[src/design/eth_bridge_pkg.sv]
/*
 * Shared widths, sizes and beat types for the Ethernet to serial link bridge.
 * Imported by wildcard into every RTL module and the testbench.
 */
package eth_bridge_pkg;

    // ------------------------------
    // sizes
    // ------------------------------
    localparam int ETH_COUNT  = 4;   // MAC ports on the board
    localparam int PORT_W     = 2;   // width of eth_sel
    localparam int BYTE_W     = 8;
    localparam int CUT_BYTES  = 8;   // preamble + SFD stripped on receive
    localparam int FIFO_DEPTH = 64;
    localparam int FIFO_AW    = 6;   // log2 of FIFO_DEPTH

    // ------------------------------
    // types
    // ------------------------------
    typedef logic [BYTE_W-1:0] byte_t;
    typedef logic [PORT_W-1:0] port_t;

    // MAC receive payload heading out on the link
    typedef struct packed {
        logic  last;
        byte_t data;
    } rx_beat_t;

    // link receive payload heading to a MAC
    // same layout, separate type so the two FIFO roles never mix
    typedef struct packed {
        logic  last;
        byte_t data;
    } tx_beat_t;

endpackage

[src/design/rx_payload_cut.sv]
`timescale 1ns/1ps
/*
 * Drops the first CUT_BYTES bytes of each received MAC frame and marks the payload.
 * Output is registered, one clock behind the input strobes.
 */
module rx_payload_cut
    import eth_bridge_pkg::*;
(
    input  logic     clk125M,
    input  logic     rst_n_i,
    input  byte_t    rx_data_i,
    input  logic     rx_den_i,
    input  logic     rx_sof_i,
    input  logic     rx_eof_i,
    output rx_beat_t cut_beat_o,
    output logic     cut_valid_o,
    output logic     cut_sof_o
);

    logic [$clog2(CUT_BYTES + 2)-1:0] idx_q;     // stops at CUT_BYTES + 1
    logic [$clog2(CUT_BYTES + 2)-1:0] cur_idx;   // index of the beat on the input now
    logic                             in_frame_q;
    logic                             take;

    assign cur_idx = rx_sof_i ? '0 : idx_q;     // sof beat is index 0
    assign take    = rx_den_i && (rx_sof_i || in_frame_q);

    // byte index within the frame
    always_ff @(posedge clk125M or negedge rst_n_i) begin
        if (!rst_n_i) begin
            idx_q      <= '0;
            in_frame_q <= 1'b0;
        end else if (take) begin
            in_frame_q <= !rx_eof_i;
            if (cur_idx <= CUT_BYTES) begin
                idx_q <= cur_idx + 1'b1;
            end else begin
                idx_q <= cur_idx;
            end
        end
    end

    // ------------------------------
    // output stage
    // ------------------------------
    always_ff @(posedge clk125M or negedge rst_n_i) begin
        if (!rst_n_i) begin
            cut_valid_o <= 1'b0;
            cut_sof_o   <= 1'b0;
        end else begin
            cut_valid_o <= take && (cur_idx >= CUT_BYTES);
            cut_sof_o   <= take && (cur_idx == CUT_BYTES);   // first payload byte
        end
    end

    always_ff @(posedge clk125M) begin
        cut_beat_o <= '{last: rx_eof_i, data: rx_data_i};
    end

endmodule

[config.mk]
export PLATFORM = sky130hd
export DESIGN_NAME = rx_payload_cut
export DESIGN_NICKNAME = d
export VERILOG_FILES = /design/src/design/eth_bridge_pkg.sv /design/src/design/rx_payload_cut.sv
export SDC_FILE = /design/constraint.sdc
export NUM_CORES = 1
export LEC_CHECK = 0
export ABC_AREA = 1
export ABC_CLOCK_PERIOD_IN_PS = 950
export BUFFER_PORTS_ARGS = -buffer_cell sky130_fd_sc_hd__buf_2
export CELL_PAD_IN_SITES_DETAIL_PLACEMENT = 1
export CELL_PAD_IN_SITES_GLOBAL_PLACEMENT = 1
export CORE_MARGIN = 1.5
export CORE_UTILIZATION = 28
export CTS_CLUSTER_SIZE = 14
export DETAILED_ROUTE_END_ITERATION = 12
export PLACE_DENSITY = 0.79
export SLEW_MARGIN = 40
export SYNTH_ARGS = -nofsm -noshare
export SYNTH_HDL_FRONTEND = slang
export SYNTH_SLANG_ARGS = --single-unit
[constraint.sdc]
create_clock -name clk125M -period 0.95 [get_ports clk125M]
set_clock_uncertainty 0.1 [all_clocks]
set_input_delay 0.1425 -clock clk125M [delete_from_list [all_inputs] [get_ports clk125M]]
set_output_delay 0.1425 -clock clk125M [all_outputs]
set_load 0.02 [all_outputs]
==> impl_results.md, run 1 <==
* Final nets at roughly 100
* Syn_nets at 63
* Worst slew pin tran at around 0.18 ns
* YS warnings at 0
* Die Span Y at between 40 and 50 um
* DR DRC count at 0
* Routed len/inst at 11.6 um
* Violated checks: negative setup slack
* CP Max Fanout at 6
* Sequential fraction of the synthesis area at between 60% and 70%
* Global placer's final weighted congestion at 0.725
* Area Overhead vs Synth at 76.6%
* PnR worst setup slack at -0.151 ns
* Clk Tree Root Cell: clkbuf_4
* Worst Path Required at between 1 and 1.5 ns
* Wire length on met3 at between 100 and 150 um
* CP Capture Type: flip-flop
* Die area at around 2100 um2
* Synth unique cells at 15
* HPWL after detailed placement at 851 um
* Mapped Area at 524 um2
* Avg Synthesized Cell Area at around 10 um2
* Post-Synthesis Cells at 50
* Filler Cell Count at 194
* Htree depth at 1
* Pleak at around 0.46 nW
* Top-Level Pins at 24
* Crit Path Category: reg -> reg
* Largest net degree at the start of global routing at 10
* Clk_lat worst skew at roughly 0.28 ns
* Total CTS buffers at 3
* Min cycle time layout at approximately 1.1 ns
* Ant. Diodes at 0
* Clk sinks at 16
* Initial antenna violation count at 0
* CTS tree: done
* Total global-route track usage at 15.4%
* Status: finished with violations
* Chip width at 46.3 um
* Post-detailed-route count of antenna-violating nets at 0
* RSZ-0062 raised after global routing: true
* Synthesized flop and latch total at 16
* First-pass DRT Iterations at 2
* Max Fclk at between 900 and 1000 MHz
* Initial core utilization at a little under a third
* First-pass GRT wire length at between 2000 and 2500 um
* Final core utilization at between 50% and 60%
* Placed Cells at 99
* Yosys top cell area share at between 30% and 40%
* Bufs on Longest Clock Path at 2
* Power per cell area at ~1800 nW/um2
* Final Slew Violations at 0
* Most common cell after layout, fill and taps aside: buf_2
* Hold WC Path Type: in -> reg
* Top routing layer in use: met3
* Final Cycle Share at 116%
* Crit start category: flip-flop
* Largest area contributor in the netlist: dfxtp_1
* Met2 wire len at 680 um
* Grt ovf at 0
* Commonest non-fill, non-tap cells in the layout: 12 x buf_2, 11 x buf_6, 10 x dlygate4sd3_1
* DRT iter0 DRCs at 4
* Vias per cell at 4.33
* Routed WL at ~1300 um
* Setup Viol. Count Final at 16
* Share of layout cells above drive strength 1 at 58.9%
* Vias in the first global route at around 520
* Core area at around 1700 um2
* Row Count at 15
* Clock slew seen by the registers of the worst setup and hold paths at about 0.090 ns
* Critical path arrival at 1.18 ns
* Fin. Hold Viols at 0
* # Max-Cap Violations at 0
* Max VDD drop at around 1000 uV
* Slew margin rel. at 87.9%
* Synth area leaders: dfxtp_1 34%, dfrtp_1 33%, inv_1 5.7%
* Metal-1 WL at 545 um
* Final non-filler cell total at roughly 120
* Vias post-DR at between 400 and 500
* IO buf count at 23
[through the flow]
| step | cell area [um2] | power, mW | hold WS (ns) | setup WS, ns | setup TNS (ns) |
|---|---|---|---|---|---|
| after global routing | 926 | 1.77 | 0.0538 | -0.196 | -1.63 |
| after CTS | 902 | 1.64 | 0.0479 | -0.149 | -0.966 |
| after detailed placement | 678 | 1.11 | -0.111 | -0.135 | -0.456 |
| after global placement | 678 | 1.10 | -0.114 | -0.105 | -0.311 |
| after floorplan | 524 | 1.01 | -0.253 | -0.0751 | -0.163 |
| final | 926 | 1.67 | 0.0488 | -0.151 | -0.972 |
[Yosys cell counts]
master / count
nand4_1: 1
nand2_1: 7
o211ai_1: 1
nand2_2: 3
nand3_1: 5
nor2_4: 1
nor2_2: 2
xor2_1: 1
dfrtp_1: 7
o21ai_0: 2
o21ai_1: 1
inv_2: 1
dfxtp_1: 9
nor2_1: 1
inv_1: 8
[sequential cells by signal, indices dropped and copies added, names as in the netlist]
name / flops
in_frame_q: 1
cut_sof_o: 1
cut_beat_o: 9
cut_valid_o: 1
idx_q: 4
[kinds of logic (layout without fill, tap and decap cells)]
group           count (synthesis)  after routing  synth area share, %
buf+inv                         9             49                 6.44
simple gates                   20             20                 19.8
compound gates                  4              4                 4.30
flops                          16             16                 67.8
xor+xnor                        1              1                 1.67
[final timing paths]
kind	from	depth (start not counted)	endpoint	slack, ns
min in group asynchronous	rst_n_i	2	in_frame_q$_DFFE_PN0P_	0.11
max	in_frame_q$_DFFE_PN0P_	5	idx_q[2]$_DFFE_PN0P_	-0.15
max reg2reg	in_frame_q$_DFFE_PN0P_	5	idx_q[2]$_DFFE_PN0P_	-0.15
max in group asynchronous	rst_n_i	2	idx_q[3]$_DFFE_PN0P_	0.49
min reg2reg	idx_q[3]$_DFFE_PN0P_	2	idx_q[3]$_DFFE_PN0P_	0.43
min	rx_den_i	3	cut_valid_o$_DFF_PN0_	0.05
[worst max-delay path: stages (launching register included)]
cell and delay (ns):
dfrtp_1 0.42, nor2_2 0.16, nor2_4 0.07, nand2_2 0.07, nand2_2 0.05, xor2_1 0.13
[final cells by class]
class | count | area, um2 | share of cell area, %
multi-input cells | 25 | 151 | 16.4
clock buffers | 4 | 36.3 | 3.92
well taps | 25 | 31.3 | 3.38
flip-flops and latches | 16 | 367 | 39.6
repair buffers | 36 | 307 | 33.1
inverters | 9 | 33.8 | 3.65
[per-layer routing]
metal	vias to the layer above	global-route usage, %
met5	-	0
met4	0	8.57
li1	236	-
met1	239	17.3
met2	23	25.3
met3	0	5.10
[timing repair]
action | in CTS | in global routing
hold buffers | 10 | 0
setup buffers | 1 | 1
resized for setup | 31 | 7
endpoints found under the setup margin | 16 | 17
hold endpoints to repair | 17 | 0
pin swaps | 0 | 2
[power breakdown]
| group | internal (mW) | switching [mW] |
|---|---|---|
| clock network | 0.233 | 0.209 |
| registers | 0.763 | 0.0683 |
| logic | 0.209 | 0.193 |
(Power assumes the default switching activity.)
==> run 2, diff against run 1 <==
--- a/config.mk
+++ b/config.mk
@@ -12,9 +12,8 @@
 export CELL_PAD_IN_SITES_GLOBAL_PLACEMENT = 1
 export CORE_MARGIN = 1.5
 export CORE_UTILIZATION = 28
-export CTS_CLUSTER_SIZE = 14
 export DETAILED_ROUTE_END_ITERATION = 12
-export PLACE_DENSITY = 0.79
+export PLACE_DENSITY = 0.73
 export SLEW_MARGIN = 40
 export SYNTH_ARGS = -nofsm -noshare
 export SYNTH_HDL_FRONTEND = slang
==> run 2 against run 1 <==
Against the previous run:
- the flow still finishes with violations (negative setup slack)
- final cell count is 5.2% higher
- register-to-register slack got worse by 0.02 ns
- sequential cell count stayed put
- clock power about the same
- non-clock buffer count increased by 6
- routed wire length increased by 13%
==> impl_results.md, run 2 (synthesized netlist as in run 1, its figures left out) <==
* Status: finished with violations
* Violated checks: negative setup slack
* # Max-Cap Violations at 0 (unchanged)
* Worst slew pin tran at 0.176 ns (-0.00444 ns)
* Largest register FFs at 9 (unchanged)
* Initial antenna violation count at 0 (unchanged)
* R2r endpoint: idx_q[2]$_DFFE_PN0P_
* HPWL after detailed placement at 892 um (+4.9%)
* Setup Viol. Count Final at 17 (+1)
* Clock slew seen by the registers of the worst setup and hold paths at 0.09 ns (about the same)
* Global placer's final weighted congestion at 0.784 (+8.1%)
* Largest net degree at the start of global routing at 10 (unchanged)
* Switching power at 0.492 mW (+4.9%)
* Wire length on met3 at 101 um (-3.8%)
* Routed len/inst at 12.5 um (+7.7%)
* Final core utilization at 56.1% (+3.0 points)
* Crit start category: flip-flop
* PnR Total Power at 1.72 mW (+2.9%)
* Vias post-DR at 501 (+0.60%)
* Final nets at 110 (+5.8%)
* Routed WL at 1510 um (+13%)
* Row Count at 15 (unchanged)
* DRT iter0 DRCs at 1 (-3)
* First-pass DRT Iterations at 2 (unchanged)
* Clock power share at 25.6% (-0.8 points)
* Initial core utilization at 30.0% (unchanged)
* Core area at 1750 um2 (unchanged)
* Total global-route track usage at 15.8% (+0.39 points)
* Met2 wire len at 859 um (+26%)
* Ant. Diodes at 0 (unchanged)
* Max VDD drop at 1000 uV (-2.3%)
* Reg2Reg Setup Slack at -0.17 ns (-0.02 ns)
* RSZ-0062 raised after global routing: true
* Metal-1 WL at 547 um (+0.37%)
* Power per cell area at 1760 nW/um2 (-2.6%)
* Biggest regs: cut_beat_o x9, idx_q x4
* Clk Tree Root Cell: clkbuf_4
* Final Slew Violations at 0 (unchanged)
* Vias per cell at 4.14 (-4.4%)
* Most common cell after layout, fill and taps aside: buf_2
* Largest Register: cut_beat_o
* DR DRC count at 0 (unchanged)
* Grt ovf at 0 (unchanged)
* Total CTS buffers at 3 (unchanged)
* Crit Path Category: reg -> reg
* Hold WC Path Type: in -> async
* Chip width at 46.3 um (unchanged)
* Internal power at 1.23 mW (+2.2%)
* Share of layout cells above drive strength 1 at 61.5% (+2.6 points)
* Commonest non-fill, non-tap cells in the layout: 12 x buf_2, 11 x buf_6, 10 x dlygate4sd3_1
* Htree depth at 1 (unchanged)
* Clk sinks at 16 (unchanged)
* Die Span Y at 46.3 um (unchanged)
* Slowest stage cell, crit path: dfrtp_1
* CP Capture Type: flip-flop
* CP peak stage delay at 0.41 ns (about the same)
* IO buf count at 23 (unchanged)
* CTS tree: done
* Clk_lat worst skew at 0.28 ns (about the same)
* Placed Cells at 103 (+4.0%)
* First-pass GRT wire length at 2340 um (+5.9%)
* Fin. Hold Viols at 0 (unchanged)
* Min cycle time layout at 1.12 ns (+0.0212 ns)
* Final non-filler cell total at 121 (+5.2%)
* Crit path from: in_frame_q$_DFFE_PN0P_
* CP Max Fanout at 6 (unchanged)
* Die area at 2140 um2 (unchanged)
* Critical path arrival at 1.20 ns (+0.02 ns)
* Vias in the first global route at 547 (+4.6%)
* Sequential Power Share at 48.6% (-1.0 points)
* Post-detailed-route count of antenna-violating nets at 0 (unchanged)
* Max Fclk at 891 MHz (-1.9%)
* Bufs on Longest Clock Path at 2 (unchanged)
* Pleak at 0.493 nW (+7.6%)
* Slew margin rel. at 88.2% (+0.32 points)
* Sw Share at 28.6% (+0.53 points)
* Top-Level Pins at 24 (unchanged)
* PnR worst setup slack at -0.173 ns (-0.0212 ns)
* FF-to-FF path depth at 4 (-1)
* Comb pwr share at 25.8% (+1.8 points)
* Worst-path cell chain: nor2_2 -> nor2_4 -> nand3_1 -> xor2_1
* Worst Path Required at 1.03 ns (about the same)
* Final Cycle Share at 118% (+2.2 points)
* Area Overhead vs Synth at 86.6%
* Top routing layer in use: met3
* FF-to-FF Start: in_frame_q$_DFFE_PN0P_
-- run 2: how the worst max path moves through the flow --
stage	endpoint	slack [ns]
finish	idx_q[2]$_DFFE_PN0P_	-0.17
global route	idx_q[1]$_DFFE_PN0P_	-0.22
CTS	idx_q[2]$_DFFE_PN0P_	-0.15
detailed placement	idx_q[0]$_DFFE_PN0P_	-0.14
global placement	idx_q[2]$_DFFE_PN0P_	-0.11
floorplan	idx_q[2]$_DFFE_PN0P_	-0.08
-- run 2: critical path: cells and delay by family (launching register included) --
family / cells / cell delay [ns]
DFF: 1 / 0.41
xor gates and xnor gates: 1 / 0.17
and+or+nand+nor: 3 / 0.34
-- run 2: through the flow --
stage	hold WS (ns)	worst slack (ns)	setup TNS, ns	cell area [um2]
finish	0.135	-0.173	-1.10	978
global route	0.127	-0.222	-1.77	978
CTS	0.117	-0.153	-0.984	933
detailed placement	-0.110	-0.144	-0.464	708
global placement	-0.108	-0.107	-0.306	708
floorplan	-0.253	-0.0751	-0.163	524
-- run 2: area by class of cell --
class	instances	area, um2
Sequential cell	16	367
Inverter	9	33.8
Multi-Input combinational cell	25	159
Timing Repair Buffer	42	352
Clock buffer	4	36.3
Tap cell	25	31.3
Fill cell	194	767
-- run 2: power by group through the flow --
stage	registers, mW	logic [mW]	clock network [mW]
finish	0.838	0.444	0.441
global route	0.845	0.487	0.481
CTS	0.833	0.382	0.449
detailed placement	0.835	0.316	0
global placement	0.831	0.303	0
floorplan	0.845	0.161	0
-- run 2: routing by layer --
| metal | track usage, % | vias to the layer above |
|---|---|---|
| met5 | 0 | - |
| met4 | 5.14 | 0 |
| met3 | 4.71 | 0 |
| met2 | 30.0 | 18 |
| met1 | 16.1 | 235 |
| li1 | - | 248 |
-- run 2: repair_timing --
item,CTS,global route
hold buffers,10,0
endpoints found under the setup margin,16,17
hold endpoints to repair,17,0
resized for setup,34,5
setup buffers,0,4
pin swaps,2,2
==> run 3, diff against run 2 <==
--- a/config.mk
+++ b/config.mk
@@ -5,7 +5,6 @@
 export SDC_FILE = /design/constraint.sdc
 export NUM_CORES = 1
 export LEC_CHECK = 0
-export ABC_AREA = 1
 export ABC_CLOCK_PERIOD_IN_PS = 950
 export BUFFER_PORTS_ARGS = -buffer_cell sky130_fd_sc_hd__buf_2
 export CELL_PAD_IN_SITES_DETAIL_PLACEMENT = 1
@@ -13,8 +12,9 @@
 export CORE_MARGIN = 1.5
 export CORE_UTILIZATION = 28
 export DETAILED_ROUTE_END_ITERATION = 12
-export PLACE_DENSITY = 0.73
-export SLEW_MARGIN = 40
+export MAX_ROUTING_LAYER = met4
+export PLACE_DENSITY = 0.71
+export SLEW_MARGIN = 20
 export SYNTH_ARGS = -nofsm -noshare
 export SYNTH_HDL_FRONTEND = slang
 export SYNTH_SLANG_ARGS = --single-unit
==> run 3 against run 2 <==
Against the previous run:
- the run still ends with negative setup slack left
- routed wire length is 7.8% lower
- setup slack hardly changed
- critical path depth is 2 lower
- maximum frequency hardly changed
- register-to-register slack hardly changed
- synthesized cell count is 22% lower
- critical endpoint is now idx_q[1]$_DFFE_PN0P_
- global-route usage is 0.20 points higher
- core utilization is 1.1 points lower
- sequential power is 2% higher
- critical path type unchanged
- clock-buffer cell count stayed put
- sequential cell count stayed put
- worst hold slack worse by 0.085 ns
==> impl_results.md, run 3 <==
* Global placer's final weighted congestion at 0.731 (-6.8%)
* Synthesized flop and latch total at 16 (unchanged)
* GR met3 Demand/Resource at 5.10% (+0.39 points)
* Setup_tns at -1.10 ns (+0.00393 ns)
* Hold_ws at 0.0498 ns (-0.0852 ns)
* Initial antenna violation count at 0 (unchanged)
* Max VDD drop at 1050 uV (+5.4%)
* Commonest cells in the netlist: 9 x dfxtp_1, 7 x dfrtp_1
* Min-delay src: rx_sof_i
* Commonest non-fill, non-tap cells in the layout: 12 x buf_2, 11 x dlygate4sd3_1, 11 x buf_6
* Top_reg_cell synth: dfxtp_1
* Clk sinks at 16 (unchanged)
* Vias in the first global route at 480 (-12%)
* Routed len/inst at 12.9 um (+3.3%)
* Crit-path leading delay family: flip-flops
* Core area at 1750 um2 (unchanged)
* Chip width at 46.4 um (+0.33%)
* FF-to-FF path depth at 2 (-2)
* Setup slack at placement at -0.162 ns (-0.0187 ns)
* Most common cell after layout, fill and taps aside: buf_2
* EDFF count, synth at 0 (unchanged)
* Final non-filler cell total at 108 (-11%)
* Critical path arrival at 1.20 ns (about the same)
* Area Overhead vs Synth at 81.5%
* CP Max Fanout at 5 (-1)
* Largest Register: cut_beat_o
* Largest net degree at the start of global routing at 10 (unchanged)
* Initial core utilization at 30.3% (+0.22 points)
* Power per cell area at 1890 nW/um2 (+7.1%)
* DR DRC count at 0 (unchanged)
* Total global-route track usage at 16.0% (+0.20 points)
* Violated checks: negative setup slack
* Crit start category: flip-flop
* GR Util met2 at 24.7% (-5.3 points)
* Post-Synthesis Cells at 39 (-22%)
* Post-detailed-route count of antenna-violating nets at 0 (unchanged)
* Avg Synthesized Cell Area at 13.5 um2 (+29%)
* Placed Cells at 91 (-12%)
* Dpl cell area at 701 um2 (-1.1%)
* Met1 Use GR at 16.7% (+0.69 points)
* Vias post-DR at 497 (-0.80%)
* Async S/R FF share, synth at 43.8% (unchanged)
* Worst Path Required at 1.03 ns (about the same)
* # Max-Cap Violations at 0 (unchanged)
* DRT iter0 DRCs at 4 (+3)
* Htree depth at 1 (unchanged)
* PnR worst setup slack at -0.172 ns (+0.000423 ns)
* Worst slew pin tran at 0.253 ns (+0.0771 ns)
* Synth unique cells at 21 (+6)
* Setup Viol. Count Final at 17 (unchanged)
* Hold WC Path Type: in -> reg
* Biggest regs: cut_beat_o x9, idx_q x4
* Final core utilization at 54.9% (-1.1 points)
* Buf/Inv on CP at 0 (unchanged)
* Slowest stage cell, crit path: dfrtp_1
* Largest register FFs at 9 (unchanged)
* Clock slew seen by the registers of the worst setup and hold paths at 0.09 ns (about the same)
* Bufs on Longest Clock Path at 2 (unchanged)
* Final Cycle Share at 118% (about the same)
* Slew margin rel. at 83.0% (-5.2 points)
* CTS tree: done
* Max Fclk at 891 MHz (about the same)
* Post-route cell area at 958 um2 (-2.0%)
* Busiest layer in global routing: met2
* Most frequent cell after synthesis: dfxtp_1
* First-pass DRT Iterations at 4 (+2)
* Total CTS buffers at 3 (unchanged)
* Status: finished with violations
* Die Span Y at 46.4 um (+0.33%)
* IO buf count at 23 (unchanged)
* Largest area contributor in the netlist: dfxtp_1
* First-pass GRT wire length at 2150 um (-8.3%)
* Synth area leaders: dfxtp_1 34%, dfrtp_1 33%, o41ai_2 3.1%
* Reg2Reg Setup Slack at -0.17 ns (about the same)
* Hold path endpoint: idx_q[3]$_DFFE_PN0P_
* Share of layout cells above drive strength 1 at 62.7% (+1.2 points)
* Sequential fraction of the synthesis area at 67.3% (-0.48 points)
* Worst hold stages at 2
* Clk Tree Root Cell: clkbuf_4
* Yosys top cell area share at 34.1% (-0.24 points)
* Row Count at 15 (unchanged)
* R2r endpoint: idx_q[1]$_DFFE_PN0P_
* YS warnings at 0 (unchanged)
* Grt ovf at 0 (unchanged)
* Top-Level Pins at 24 (unchanged)
* Ant. Diodes at 0 (unchanged)
* Syn_nets at 52 (-17%)
* FF-to-FF Start: idx_q[0]$_DFFE_PN0P_
* Min cycle time layout at 1.12 ns (-0.000423 ns)
* Final Slew Violations at 0 (unchanged)
* PnR Total Power at 1.81 mW (+4.9%)
* Crit Path Category: reg -> reg
* RSZ-0062 raised after global routing: true
* Fin. Hold Viols at 0 (unchanged)
* Pleak at 0.432 nW (-12%)
* Clk_lat worst skew at 0.28 ns (about the same)
* Filler Cell Count at 189 (-2.6%)
* Vias per cell at 4.60 (+11%)
* Mapped Area at 528 um2 (+0.72%)
* Worst-path cell chain: and2b_2 -> a32o_1
* HPWL after detailed placement at 819 um (-8.2%)
* CP Capture Type: flip-flop
* Routed WL at 1390 um (-7.8%)
* CP peak stage delay at 0.44 ns (+0.03 ns)
* Die area at 2160 um2 (+0.67%)
* Final nets at 97 (-12%)
run 3: changes by cell type in the layout (fill, tap and decap cells not counted), moves of 2 or more:
cell     previous run  this run
nand2_2             6         0
nand3_1             3         0
inv_1               8         0
a21oi_1             0         2
nand2_1             4         0
nand3_2             2         0
nor2_1              0         2
nor2_2              3         0
a31oi_1             0         2
buf_4               9         7
run 3: layer usage:
layer,share of wire (%),vias to the layer above
li1,-,229
met1,41,243
met2,51,20
met3,4.9,5
met4,3.1,0
met5,0,-
run 3: repair_timing:
item,4_1_cts,5_1_grt
pin swaps,2,1
endpoints found under the hold margin,18,0
setup endpoints to repair,17,17
resized for setup,33,3
hold buffers,11,0
setup buffers,1,1
run 3: cell families after synthesis:
family	Yosys count	synth area share (%)
flip-flops	16	67.3
AND/OR/NAND/NOR	9	12.3
buffers and inverters	2	2.84
AO/OA/AOI/OAI	12	17.5
run 3: worst max-delay path by stage:
| stage | startpoint | to | slack (ns) | cells after the start |
|---|---|---|---|---|
| floorplan | idx_q[3]$_DFFE_PN0P_ | idx_q[1]$_DFFE_PN0P_ | -0.11 | 3 |
| global placement | idx_q[3]$_DFFE_PN0P_ | idx_q[1]$_DFFE_PN0P_ | -0.13 | 3 |
| detailed placement | idx_q[3]$_DFFE_PN0P_ | idx_q[2]$_DFFE_PN0P_ | -0.16 | 3 |
| CTS | idx_q[3]$_DFFE_PN0P_ | idx_q[1]$_DFFE_PN0P_ | -0.16 | 3 |
| global route | idx_q[3]$_DFFE_PN0P_ | idx_q[2]$_DFFE_PN0P_ | -0.21 | 3 |
| finish | idx_q[0]$_DFFE_PN0P_ | idx_q[1]$_DFFE_PN0P_ | -0.17 | 2 |
run 3: cell type report:
| cell class | count | area (um2) | share of cell area (%) |
|---|---|---|---|
| Clock buffer | 4 | 36.3 | 3.79 |
| Inverter | 1 | 3.75 | 0.392 |
| Multi-Input combinational cell | 21 | 173 | 18.0 |
| Sequential cell | 16 | 368 | 38.4 |
| Tap cell | 25 | 31.3 | 3.26 |
| Timing Repair Buffer | 41 | 347 | 36.2 |
run 3: worst register-to-register path: cells and delay by family (launching register included):
kind | cells | cell delay [ns]
flops | 1 | 0.44
simple gates | 1 | 0.24
compound gates | 1 | 0.24
run 3: where the power goes:
group / switching (mW) / total (mW) / internal, mW
Combinational: 0.206 / 0.511 / 0.305
Sequential: 0.0871 / 0.853 / 0.766
Clock: 0.211 / 0.444 / 0.233
